File: config.mk
export PLATFORM = sky130hd
export DESIGN_NAME = key_event_decoder
export DESIGN_NICKNAME = d
export VERILOG_FILES = /design/src/logic/amiga_kbd_pkg.sv /design/src/logic/key_event_decoder.sv
export SDC_FILE = /design/constraint.sdc
export NUM_CORES = 1
export LEC_CHECK = 0
export BUFFER_PORTS_ARGS = -buffer_cell sky130_fd_sc_hd__buf_2
export CORE_MARGIN = 5
export CORE_UTILIZATION = 36
export CTS_BUF_LIST = sky130_fd_sc_hd__clkbuf_8 sky130_fd_sc_hd__clkbuf_16
export CTS_CLUSTER_DIAMETER = 100
export DETAILED_ROUTE_END_ITERATION = 8
export PLACE_DENSITY = 0.77
export SKIP_CTS_REPAIR_TIMING = 1
export SKIP_LAST_GASP = 1
export SYNTH_ARGS = -nofsm -noshare
export SYNTH_HDL_FRONTEND = slang
export SYNTH_SLANG_ARGS = --single-unit
File: constraint.sdc
create_clock -name clk -period 1.1 [get_ports clk]
set_input_delay 0.22 -clock clk [delete_from_list [all_inputs] [get_ports clk]]
set_output_delay 0.22 -clock clk [all_outputs]
set_load 0.01 [all_outputs]
File: src/logic/amiga_kbd_pkg.sv
/* shared types and key codes for the ps/2 to amiga keymap.
   import into any block that decodes the lookup table word */
`default_nettype none

package amiga_kbd_pkg;

  typedef logic [7:0] ps2_code_t;    // one byte from the ps/2 link
  typedef logic [6:0] amiga_code_t;  // raw amiga key code
  typedef logic [7:0] amiga_key_t;   // upstroke flag on top of the code

  // table word when it describes a real key
  typedef struct packed {
    logic        amiga;    // key has an amiga code
    logic        ctrl;
    logic        aleft;
    logic        aright;
    logic        caps;
    logic        numlock;  // toggles pad mode
    logic        keypad;   // blocked in pad mode
    logic        osd;      // extra key for the on-screen display
    logic        prefix;   // clear for real keys
    amiga_code_t code;
  } key_view_t;

  // table word when it describes a prefix byte (prefix bit set)
  typedef struct packed {
    logic [7:0] flags;     // same upper bits as the key view, zero here
    logic       prefix;
    logic [3:0] spare;
    logic       is_ack;    // fa
    logic       is_release; // f0
    logic       is_ext;    // e0
  } prefix_view_t;

  typedef union packed {
    key_view_t    key;
    prefix_view_t pfx;
    logic [15:0]  raw;  // as stored in the table
  } keyrom_word_t;

  // joystick directions in pad mode
  localparam amiga_code_t KEY_ARROW_UP    = 7'h4C;
  localparam amiga_code_t KEY_ARROW_DOWN  = 7'h4D;
  localparam amiga_code_t KEY_ARROW_LEFT  = 7'h4F;
  localparam amiga_code_t KEY_ARROW_RIGHT = 7'h4E;

  // mouse buttons in pad mode
  localparam amiga_code_t KEY_KP_DIVIDE   = 7'h5C;
  localparam amiga_code_t KEY_KP_MULTIPLY = 7'h5D;

  localparam amiga_code_t KEY_FREEZE = 7'h6F;  // ctrl+break osd code for action replay

  // set 2 prefix bytes
  localparam ps2_code_t PS2_EXT_BYTE     = 8'hE0;
  localparam ps2_code_t PS2_RELEASE_BYTE = 8'hF0;
  localparam ps2_code_t PS2_ACK_BYTE     = 8'hFA;

endpackage

`default_nettype wire

File: src/logic/key_event_decoder.sv
/* turns a table entry into the amiga key strobe, modifier levels,
   numlock mode, osd control byte and the freeze level */
`timescale 1ns/1ps
`default_nettype none

module key_event_decoder import amiga_kbd_pkg::*; (
  input  wire          clk,
  input  wire          reset,
  input  keyrom_word_t entry,
  input  wire          entry_valid,
  input  wire          upstroke,
  output logic         valid,
  output amiga_key_t   akey,
  output logic         ctrl,
  output logic         aleft,
  output logic         aright,
  output logic         caps,
  output logic         numlock,
  output amiga_key_t   osd_ctrl,
  output logic         freeze
);

  logic is_arrow;
  logic pad_owned;  // key taken over by the pad emulator

  assign is_arrow = entry.key.code inside {KEY_ARROW_UP, KEY_ARROW_DOWN,
                                           KEY_ARROW_LEFT, KEY_ARROW_RIGHT};

  assign pad_owned = numlock && (entry.key.keypad || is_arrow ||
                                 entry.key.ctrl || entry.key.aleft);

  assign valid = entry_valid && entry.key.amiga && !pad_owned;
  assign akey  = {upstroke, entry.key.code};

  // ctrl and left alt become fire buttons in pad mode
  assign ctrl   = entry.key.ctrl && !numlock;
  assign aleft  = entry.key.aleft && !numlock;
  assign aright = entry.key.aright;
  assign caps   = entry.key.caps;

  always_ff @(posedge clk) begin
    if (reset)
      numlock <= 1'b0;
    else if (entry_valid && entry.key.numlock && !upstroke)
      numlock <= !numlock;  // toggles on press only
  end

  always_ff @(posedge clk) begin
    if (reset)
      osd_ctrl <= '0;
    else if (entry_valid && (entry.key.osd || entry.key.amiga))
      osd_ctrl <= akey;
  end

  // action replay freeze held while ctrl+break is down
  always_ff @(posedge clk) begin
    if (reset)
      freeze <= 1'b0;
    else if (entry_valid && entry.key.osd && entry.key.code == KEY_FREEZE)
      freeze <= !upstroke;
  end

endmodule

`default_nettype wire

==> impl_results.md <==
- Fin nets: 111
- Die area: 0.00227 sq mm
- CP Max Fanout: 3
- Worst path bufs/invs: 2
- Detailed placement HPWL: 999 um
- Clock Pin Slew Worst Setup and Hold Paths: 0.04 ns
- Area leader, netlist: dfxtp_1
- H-tree levels: 1
- Pwr Density: 1300 mW/mm^2
- Share of post-route cells with drive strength above 1: 56.2%
- Worst-skew pair later-pin latency: 0.23 ns
- Worst-case clock buffer depth: 2
- Via density: 4.54
- Antenna-violating nets left: 0
- Total GRT Usage: 11.4%
- Drt pass-1 iters: 2
- FF+latch count, synth: 10
- Worst path max stage delay: 0.21 ns
- IO Count: 43
- WL final: 1220 um
- Root buffer cell: clkbuf_8
- Worst Setup Start Kind: input port
- Fillcell total: 124
- RSZ-0062 raised after global routing: true
- Clk sinks: 10
- Die Ht: 47.7 um
- First-pass GRT wire length: 1750 um
- Max-slew violation count: 0
- Vias in the first global route: 440
- Area occupied by multi-input gates: 226 sq um
- Synth Instances: 55
- Initial antenna violation count: 0
- FF/Latch Area: 201 sq um
- Place WS: -0.114 ns
- WL met3: 184 um
- Row cnt: 13
- Routed WL per cell: 11.7 um
- Failing checks: setup timing
- Required @ worst endpoint: 0.88 ns
- Critical-path cell list: buf_6 -> nand4b_1 -> o21ai_1 -> a21oi_1 -> buf_2
- Mux contribution to synthesized area: 17.9%
- Met2 WL: 549 um
- Initial Util: 38.7%
- Slowest cell on the critical path: nand4b_1
- Routability cong.: 0.677
- Compound-cell area share of the yosys netlist: 7.11%
- Largest family of logic cells by synthesized area: simple AND/OR/NAND/NOR gates
- Warnings from Yosys: 0
- Power after layout: 940 uW
- Crit path arrival time: 0.89 ns
- Relative slew slack: 74.7%
- Post-Synth Simple-Gate Area: 19.4%
- Synth Area per Inst: 9.28 sq um
- Vias: 472
- WS Path Type: in -> out
- Residual DRC: 0
- Final Cycle Share: 101%
- Post-Synth Adder-Cell Area: 0%
- Largest delay share family, worst path: buffers and inverters
- TritonCTS clock tree: done
- Leak: 0.000396 uW
- Die X: 47.7 um
- Final worst slack: -0.00749 ns
- Peak Freq: 903 MHz
- DR iter-0 viols: 1
- Worst Tran Pin Value: 0.378 ns
- Worst IR drop on VDD: 721 uV
- Seq/Total Area, Yosys: 39.2%
- Std-Cell Core Area: 0.00132 sq mm
- GR Overflow Total: 0
- Outcome: finished with violations
- Max-cap violation count: 0
- Met1 wire length: 460 um
- Post-synth net total: 75
- Type of the worst min-delay path: in -> reg
- Worst setup EP type: output port
- Post-synthesis cell area: 510 sq um
- XOR/XNOR Fraction of Synth Area: 0%
- # diodes: 0
- Min cycle time layout: 1.11 ns
- Count of final setup violators: 1
- # port buffers: 37
- Synth unique cells: 18
- Synth top area share: 39.2%
- TritonCTS Buffers: 3
- Clock skew: 0 ns
- Largest cells by area after synthesis: dfxtp_1, mux2i_1, buf_4, nor2_1, nor2b_1
- Final hold vios: 0
- Area Overhead vs Synth: 41.2%
- Highest Signal Layer: met4
- Largest net degree at the start of global routing: 9
-- per-layer routing --
| metal | GRT usage (%) | vias up |
|---|---|---|
| met1 | 12.0 | 199 |
| met3 | 4.51 | 3 |
| met4 | 8.06 | 0 |
| li1 | - | 242 |
| met2 | 18.4 | 28 |
| met5 | 0 | - |
-- worst register-to-register path: cells and delay by family, from the launching register on --
| family | cells | cell delay (ns) |
|---|---|---|
| AOI/OAI and AO/OA | 1 | 0.14 |
| DFF | 1 | 0.33 |
| and+or+nand+nor | 1 | 0.34 |
-- cells in the final DEF (no fill, tap or decap), drive strengths merged --
cell type	Yosys	final
nor2	9	9
o21ai	3	3
a21oi	2	2
inv	1	1
mux2i	8	8
or3	1	1
nand4b	1	1
nand2	2	2
buf	11	42
nand4	1	1
dfxtp	10	10
clkbuf	0	3
nor3	2	2
nor2b	3	3
mux2	1	1
-- cells in the mapped netlist --
master	n
inv_1	1
mux2_2	1
dfxtp_1	10
buf_2	1
or3_1	1
nand2_2	1
mux2i_1	8
o21ai_0	2
nand2_1	1
nand4b_1	1
nor2b_1	3
buf_4	10
nor3_2	1
o21ai_4	1
nor3_1	1
nor2_1	9
a21oi_1	2
nand4_1	1
-- power by group --
part           total (uW)  switching [uW]  internal (uW)
Clock                 366             128            238
Combinational         181            90.7           89.9
Sequential            394            9.93            384
-- final cells by class --
| type | count | area share [%] |
|---|---|---|
| Tap cell | 15 | 2.60 |
| Timing Repair Buffer | 42 | 31.8 |
| Clock buffer | 3 | 5.73 |
| Sequential cell | 10 | 28.0 |
| Multi-Input combinational cell | 33 | 31.4 |
| Inverter | 1 | 0.521 |
-- state kept, by name (all words and copies together) (netlist names) --
name,flops
freeze,1
numlock,1
osd_ctrl,8
-- cells by family (layout without fill, tap and decap cells) --
group           Yosys count  count (layout)
compound gates            5               5
mux                       9               9
flops                    10              10
simple gates             19              19
buf+inv                  12              46
-- stage by stage --
step,hold slack (ns),utilization (%),std cells,area (sq um),setup TNS [ns]
6_report,0.220,54.7,104,721,-0.00749
5_1_grt,0.227,54.7,104,721,-0.145
4_1_cts,0.220,53.6,103,706,-0.0828
3_5_place_dp,0.440,50.4,100,664,-0.228
3_3_place_gp,0.440,50.4,100,664,-0.154
2_1_floorplan,0.364,-,55,510,0
-- final timing paths --
| kind | startpoint | endpoint | slack [ns] | cells after the start |
|---|---|---|---|---|
| worst max-delay path | entry[4] | valid | -0.007 | 5 |
| worst min-delay path | reset | osd_ctrl[0] | 0.22 | 2 |
| worst max register to register | numlock | numlock | 0.22 | 2 |
| worst min register to register | osd_ctrl[3] | osd_ctrl[3] | 0.48 | 2 |
No activity file was read; power rests on OpenSTA's default activity.
