**config.mk**
```make
export PLATFORM = sky130hd
export DESIGN_NAME = pad_emulator
export DESIGN_NICKNAME = d
export VERILOG_FILES = /design/src/logic/amiga_kbd_pkg.sv /design/src/logic/pad_emulator.sv
export SDC_FILE = /design/constraint.sdc
export NUM_CORES = 1
export LEC_CHECK = 0
export ABC_AREA = 1
export BUFFER_PORTS_ARGS = -buffer_cell sky130_fd_sc_hd__buf_2
export CAP_MARGIN = 20
export CORE_MARGIN = 2
export CORE_UTILIZATION = 36
export DETAILED_ROUTE_END_ITERATION = 10
export GPL_TIMING_DRIVEN = 0
export PLACE_DENSITY = 0.71
export SLEW_MARGIN = 10
export SYNTH_ARGS = -nofsm -noshare
export SYNTH_HDL_FRONTEND = slang
export SYNTH_SLANG_ARGS = --single-unit
```
**constraint.sdc**
```tcl
create_clock -name clk -period 0.8 [get_ports clk]
set_input_delay 0.04 -clock clk [delete_from_list [all_inputs] [get_ports clk]]
set_output_delay 0.04 -clock clk [all_outputs]
set_load 0.05 [all_outputs]
```
**src/logic/amiga_kbd_pkg.sv**
```systemverilog
/* shared types and key codes for the ps/2 to amiga keymap.
   import into any block that decodes the lookup table word */
`default_nettype none

package amiga_kbd_pkg;

  typedef logic [7:0] ps2_code_t;    // one byte from the ps/2 link
  typedef logic [6:0] amiga_code_t;  // raw amiga key code
  typedef logic [7:0] amiga_key_t;   // upstroke flag on top of the code

  // table word when it describes a real key
  typedef struct packed {
    logic        amiga;    // key has an amiga code
    logic        ctrl;
    logic        aleft;
    logic        aright;
    logic        caps;
    logic        numlock;  // toggles pad mode
    logic        keypad;   // blocked in pad mode
    logic        osd;      // extra key for the on-screen display
    logic        prefix;   // clear for real keys
    amiga_code_t code;
  } key_view_t;

  // table word when it describes a prefix byte (prefix bit set)
  typedef struct packed {
    logic [7:0] flags;     // same upper bits as the key view, zero here
    logic       prefix;
    logic [3:0] spare;
    logic       is_ack;    // fa
    logic       is_release; // f0
    logic       is_ext;    // e0
  } prefix_view_t;

  typedef union packed {
    key_view_t    key;
    prefix_view_t pfx;
    logic [15:0]  raw;  // as stored in the table
  } keyrom_word_t;

  // joystick directions in pad mode
  localparam amiga_code_t KEY_ARROW_UP    = 7'h4C;
  localparam amiga_code_t KEY_ARROW_DOWN  = 7'h4D;
  localparam amiga_code_t KEY_ARROW_LEFT  = 7'h4F;
  localparam amiga_code_t KEY_ARROW_RIGHT = 7'h4E;

  // mouse buttons in pad mode
  localparam amiga_code_t KEY_KP_DIVIDE   = 7'h5C;
  localparam amiga_code_t KEY_KP_MULTIPLY = 7'h5D;

  localparam amiga_code_t KEY_FREEZE = 7'h6F;  // ctrl+break osd code for action replay

  // set 2 prefix bytes
  localparam ps2_code_t PS2_EXT_BYTE     = 8'hE0;
  localparam ps2_code_t PS2_RELEASE_BYTE = 8'hF0;
  localparam ps2_code_t PS2_ACK_BYTE     = 8'hFA;

endpackage

`default_nettype wire

```
**src/logic/pad_emulator.sv**
```systemverilog
/* numlock mode joystick and mouse button emulation from arrows, ctrl,
   left alt and keypad divide/multiply; all lines active low */
`timescale 1ns/1ps
`default_nettype none

module pad_emulator import amiga_kbd_pkg::*; (
  input  wire          clk,
  input  wire          reset,
  input  wire          numlock,
  input  keyrom_word_t entry,
  input  wire          entry_valid,
  input  wire          upstroke,
  output logic [5:0]   joy2_n,  // fire2, fire, up, down, left, right
  output logic         lmb_n,
  output logic         rmb_n
);

  logic       amiga_hit;
  logic       press;
  logic       hit_up;
  logic       hit_down;
  logic       hit_left;
  logic       hit_right;
  logic [7:0] follow_hit;   // line takes the upstroke value
  logic [7:0] release_hit;  // line forced high
  logic [7:0] line_n;       // rmb, lmb, then the joystick bits

  assign amiga_hit = entry_valid && entry.key.amiga;
  assign press     = !upstroke;

  assign hit_up    = amiga_hit && entry.key.code == KEY_ARROW_UP;
  assign hit_down  = amiga_hit && entry.key.code == KEY_ARROW_DOWN;
  assign hit_left  = amiga_hit && entry.key.code == KEY_ARROW_LEFT;
  assign hit_right = amiga_hit && entry.key.code == KEY_ARROW_RIGHT;

  assign follow_hit = {amiga_hit && entry.key.code == KEY_KP_MULTIPLY,
                       amiga_hit && entry.key.code == KEY_KP_DIVIDE,
                       amiga_hit && entry.key.aleft,
                       amiga_hit && entry.key.ctrl,
                       hit_up, hit_down, hit_left, hit_right};

  // pressing the opposite arrow lets go of a direction
  assign release_hit = {4'b0000,
                        press && hit_down,
                        press && hit_up,
                        press && hit_right,
                        press && hit_left};

  always_ff @(posedge clk) begin
    for (int i = 0; i < 8; i++) begin
      if (reset || !numlock || release_hit[i])
        line_n[i] <= 1'b1;
      else if (follow_hit[i])
        line_n[i] <= upstroke;  // low while held
    end
  end

  assign joy2_n = line_n[5:0];
  assign lmb_n  = line_n[6];
  assign rmb_n  = line_n[7];

endmodule

`default_nettype wire

```
==> impl_results.md <==
- Violation count after the first detailed-route iteration: 9
- Total placed cells including tap cells: 111
- Post-synth top flop: sky130_fd_sc_hd__dfxtp_1
- Setup-violating endpoint count in the final report: 0
- Count of final hold-check violations: 0
- Wire length of the first global-routing pass: around 1700 um
- Half-perimeter wire length after placement: a little over 800 um
- Avg Inst Size Synth: 6.51 sq um
- CP Launch Point: line_n[5]$_SDFFE_PP1P_
- Layout Cell Area excl Fill: 697 sq um
- Status: complete, no violations
- Clock tree from TritonCTS: yes
- Setup CP Type: flip-flop to primary output
- Maximum count of clock buffers along a single path: 2
- Transition time at the pin with the least slew margin: approximately 510 ps
- Hold-fix buffers at CTS: 0
- Count of pins over their slew limit: 0
- Required arrival time at the worst endpoint: 760 ps
- Simple logic cell fraction of the synthesized area: 0.488
- Data arrival, critical path: 730 ps
- Async set-reset flop share out of synthesis: 0
- Post-synthesis sequential area ratio: 0.332
- Number of antenna-violating nets in the routed design: 0
- Time the final worst path needs with I/O delays and setup: between 700 and 800 ps
- Combinational family with the most area after synthesis: simple AND/OR/NAND/NOR gates
- Count of distinct cell types in the synthesized netlist: 12
- R2r startpoint: line_n[1]$_SDFFE_PP1P_
- Core Area: 1270 sq um
- Nature of the critical path endpoint: primary output
- Share of layout cells above drive strength 1: 0.404
- DR vias/cell: 4.61
- Slowest cell on crit path: sky130_fd_sc_hd__dfxtp_2
- Clock Power Share: 0.358
- Total Routing Usage GR: 0.157
- Flip-flop count of the largest register, all copies and words added: 8
- Power spent charging and discharging nets: roughly 0.21 mW
- Combined area of all synthesized cells: 482 sq um
- Area after detailed placement: 621 sq um
- Fraction of power spent switching nets: 0.253
- Overall Power: 0.837 mW
- Top-level port count: 29
- Number of core rows: 13
- Internal cell power: 0.625 mW
- Placer's final routability congestion estimate: roughly 0.70
- Filler cells: 130
- Number of synthesized flops with an enable pin: 0
- Source of the worst hold timing path: entry[13]
- Flop and latch count out of synthesis: 8
- Cells traversed along the worst timing path: buf_6
- Commonest cells in the synthesized netlist: 24 x sky130_fd_sc_hd__nand2_1, 16 x sky130_fd_sc_hd__inv_1, 8 x sky130_fd_sc_hd__dfxtp_1, 8 x sky130_fd_sc_hd__nand3_1, 6 x sky130_fd_sc_hd__nand4_1
- Synth Area in Compound Gates: 0.0312
- Maximum net fanout on the critical path: 2
- Worst supply voltage drop on vdd: 0.790 mV
- Sequential Power Share: 0.482
- Die Span Y: roughly 40 um
- Share of the synthesized netlist area taken by xor and xnor gates: 0
- Routed wire length: 982 um
- Maximum number of pins on one net before global-route repair: 11
- Count of inserted antenna diode cells: 0
- Smallest hold slack: 78.2 ps
- Setup_tns: 0 ps
- Number of port buffers: 22
- Maximum achievable frequency: 1300 MHz
- Yosys warnings: 0
- Non-filler cells in the finished layout: ~110
- Fraction of post-synthesis cell area in the top cell type by area: 0.332
- Remaining Overflow, GRT: 0
- Number of violations of the max-capacitance limit: 0
- Comb pwr share: 0.160
- Top area cells in the synthesized netlist: sky130_fd_sc_hd__dfxtp_1 33%, sky130_fd_sc_hd__nand2_1 19%, sky130_fd_sc_hd__inv_1 12%
- Dominant cell by count in the synthesized netlist: sky130_fd_sc_hd__nand2_1
- Adder-cell area share of the yosys netlist: 0
- Number of H-tree branching levels: 1
- Worst slew margin relative to its limit: 0.657
- DRC violation count after routing: 0
- Layout overhead on the synthesized area: 44.7%
- Family of cells with the greatest summed delay on the critical path: flip-flops
- Power Dens Cells: 1200 nW/um^2
- Inserted Clock Buffers: 3
- Leakage dissipation: between 0.4 and 0.5 nW
- Register ranked first by flip-flop count: line_n
- Biggest registers after layout: line_n (8)
- Fraction of the cycle the final worst path needs: 0.964
- Initial Util: 0.380
- Overall via count from detail_route: 525
- Syn Nets: 95
- Multiplexer share of the synthesized area: 0
- Number of post-CTS setup repair buffers: 0
- Drt first pass iters: 4
- Post-route clock skew: 0 ps
- Number of antenna violations at the first check in global routing: 0
- Skew-Pair Late Insertion Delay: ~250 ps
- Tightest Hold Check Type: primary input to flip-flop
- Library cell used as clock root buffer: sky130_fd_sc_hd__clkbuf_4
- Critical Path Start Type: flip-flop
- Die Outline Area: around 1600 sq um
- Die boundary width: 40.6 um
- Wire length per cell after detailed routing: 8.61 um
- Crit-path max cell delay: 330 ps
- Net count reported at finish: 122
- Setup repair after global routing missed its margin: false
- Clock sinks: 8
- Cell type contributing the most total cell area after synthesis: sky130_fd_sc_hd__dfxtp_1
- Post-synthesis cell count: between 70 and 80
- CTS clk-pin slew, worst paths: around 50 ps
- Via count of the first global-routing pass: 444
- Combined buffer and inverter count along the critical path: 1
==> power by group through the flow <==
stage / combinational (mW) / clock (mW) / sequential (mW)
global placement: 0.128 / 0 / 0.411
CTS: 0.135 / 0.318 / 0.403
finish: 0.134 / 0.300 / 0.403
detailed placement: 0.131 / 0 / 0.411
global route: 0.150 / 0.330 / 0.403
floorplan: 0.0664 / 0 / 0.420
==> metal layers <==
layer | up-vias | global-route usage | routed length [um]
met5 | - | 0 | 0
met4 | 0 | 0.125 | 13
li1 | 282 | - | -
met2 | 16 | 0.238 | 435
met3 | 2 | 0.0389 | 75
met1 | 225 | 0.184 | 457
==> per-stage QoR <==
step / util / setup WS (ps)
after floorplan: - / 59.5
after global placement: 0.489 / -65.9
after detailed placement: 0.489 / -73.7
after CTS: 0.546 / 16.3
after global routing: 0.549 / 0.637
final: 0.549 / 28.9
==> worst reg2reg max path, stage by stage (launching register included) <==
cell and delay (ps):
sky130_fd_sc_hd__dfxtp_2 330, sky130_fd_sc_hd__inv_1 50, sky130_fd_sc_hd__nand2_1 50, sky130_fd_sc_hd__nand2_1 50, sky130_fd_sc_hd__nand2_1 50
==> layout by cell type (no fill, tap or decap) <==
cell type / instances
sky130_fd_sc_hd__buf_2: 14
sky130_fd_sc_hd__buf_6: 8
sky130_fd_sc_hd__buf_8: 1
sky130_fd_sc_hd__clkbuf_4: 3
sky130_fd_sc_hd__dfxtp_2: 8
sky130_fd_sc_hd__inv_1: 16
sky130_fd_sc_hd__nand2_1: 24
sky130_fd_sc_hd__nand2_2: 2
sky130_fd_sc_hd__nand3_1: 8
sky130_fd_sc_hd__nand4_1: 6
sky130_fd_sc_hd__nor2_1: 3
sky130_fd_sc_hd__nor2_2: 2
sky130_fd_sc_hd__nor2_4: 1
sky130_fd_sc_hd__nor2_8: 1
sky130_fd_sc_hd__o211ai_1: 2
==> worst paths after layout <==
| check | to | slack [ps] | cells past startpoint |
|---|---|---|---|
| worst min-delay path | line_n[5]$_SDFFE_PP1P_ | 80 | 3 |
| worst min register to register | line_n[7]$_SDFFE_PP1P_ | 460 | 2 |
| worst max register to register | line_n[1]$_SDFFE_PP1P_ | 170 | 4 |
| worst max-delay path | joy2_n[5] | 30 | 1 |
==> logic make-up (layout without fill, tap and decap cells) <==
group | count (synthesis) | in the layout
DFF | 8 | 8
AOI/OAI and AO/OA | 2 | 2
and+or+nand+nor | 47 | 47
buffers and inverters | 17 | 42
==> final cells by class <==
cell class / count / area, sq um / area share
Tap cell: 15 / 18.8 / 0.0269
Buffer: 1 / 11.3 / 0.0162
Inverter: 16 / 60.1 / 0.0862
Clock buffer: 3 / 22.5 / 0.0323
Sequential cell: 8 / 170 / 0.244
Timing Repair Buffer: 22 / 164 / 0.235
Multi-Input combinational cell: 49 / 250 / 0.359
==> timing repair <==
action,CTS,global route
endpoints found under the setup margin,8,1
resized for setup,16,1
hold endpoints to repair,0,0
cloned,0,0
Note: power is estimated with default switching activity, not from simulation.
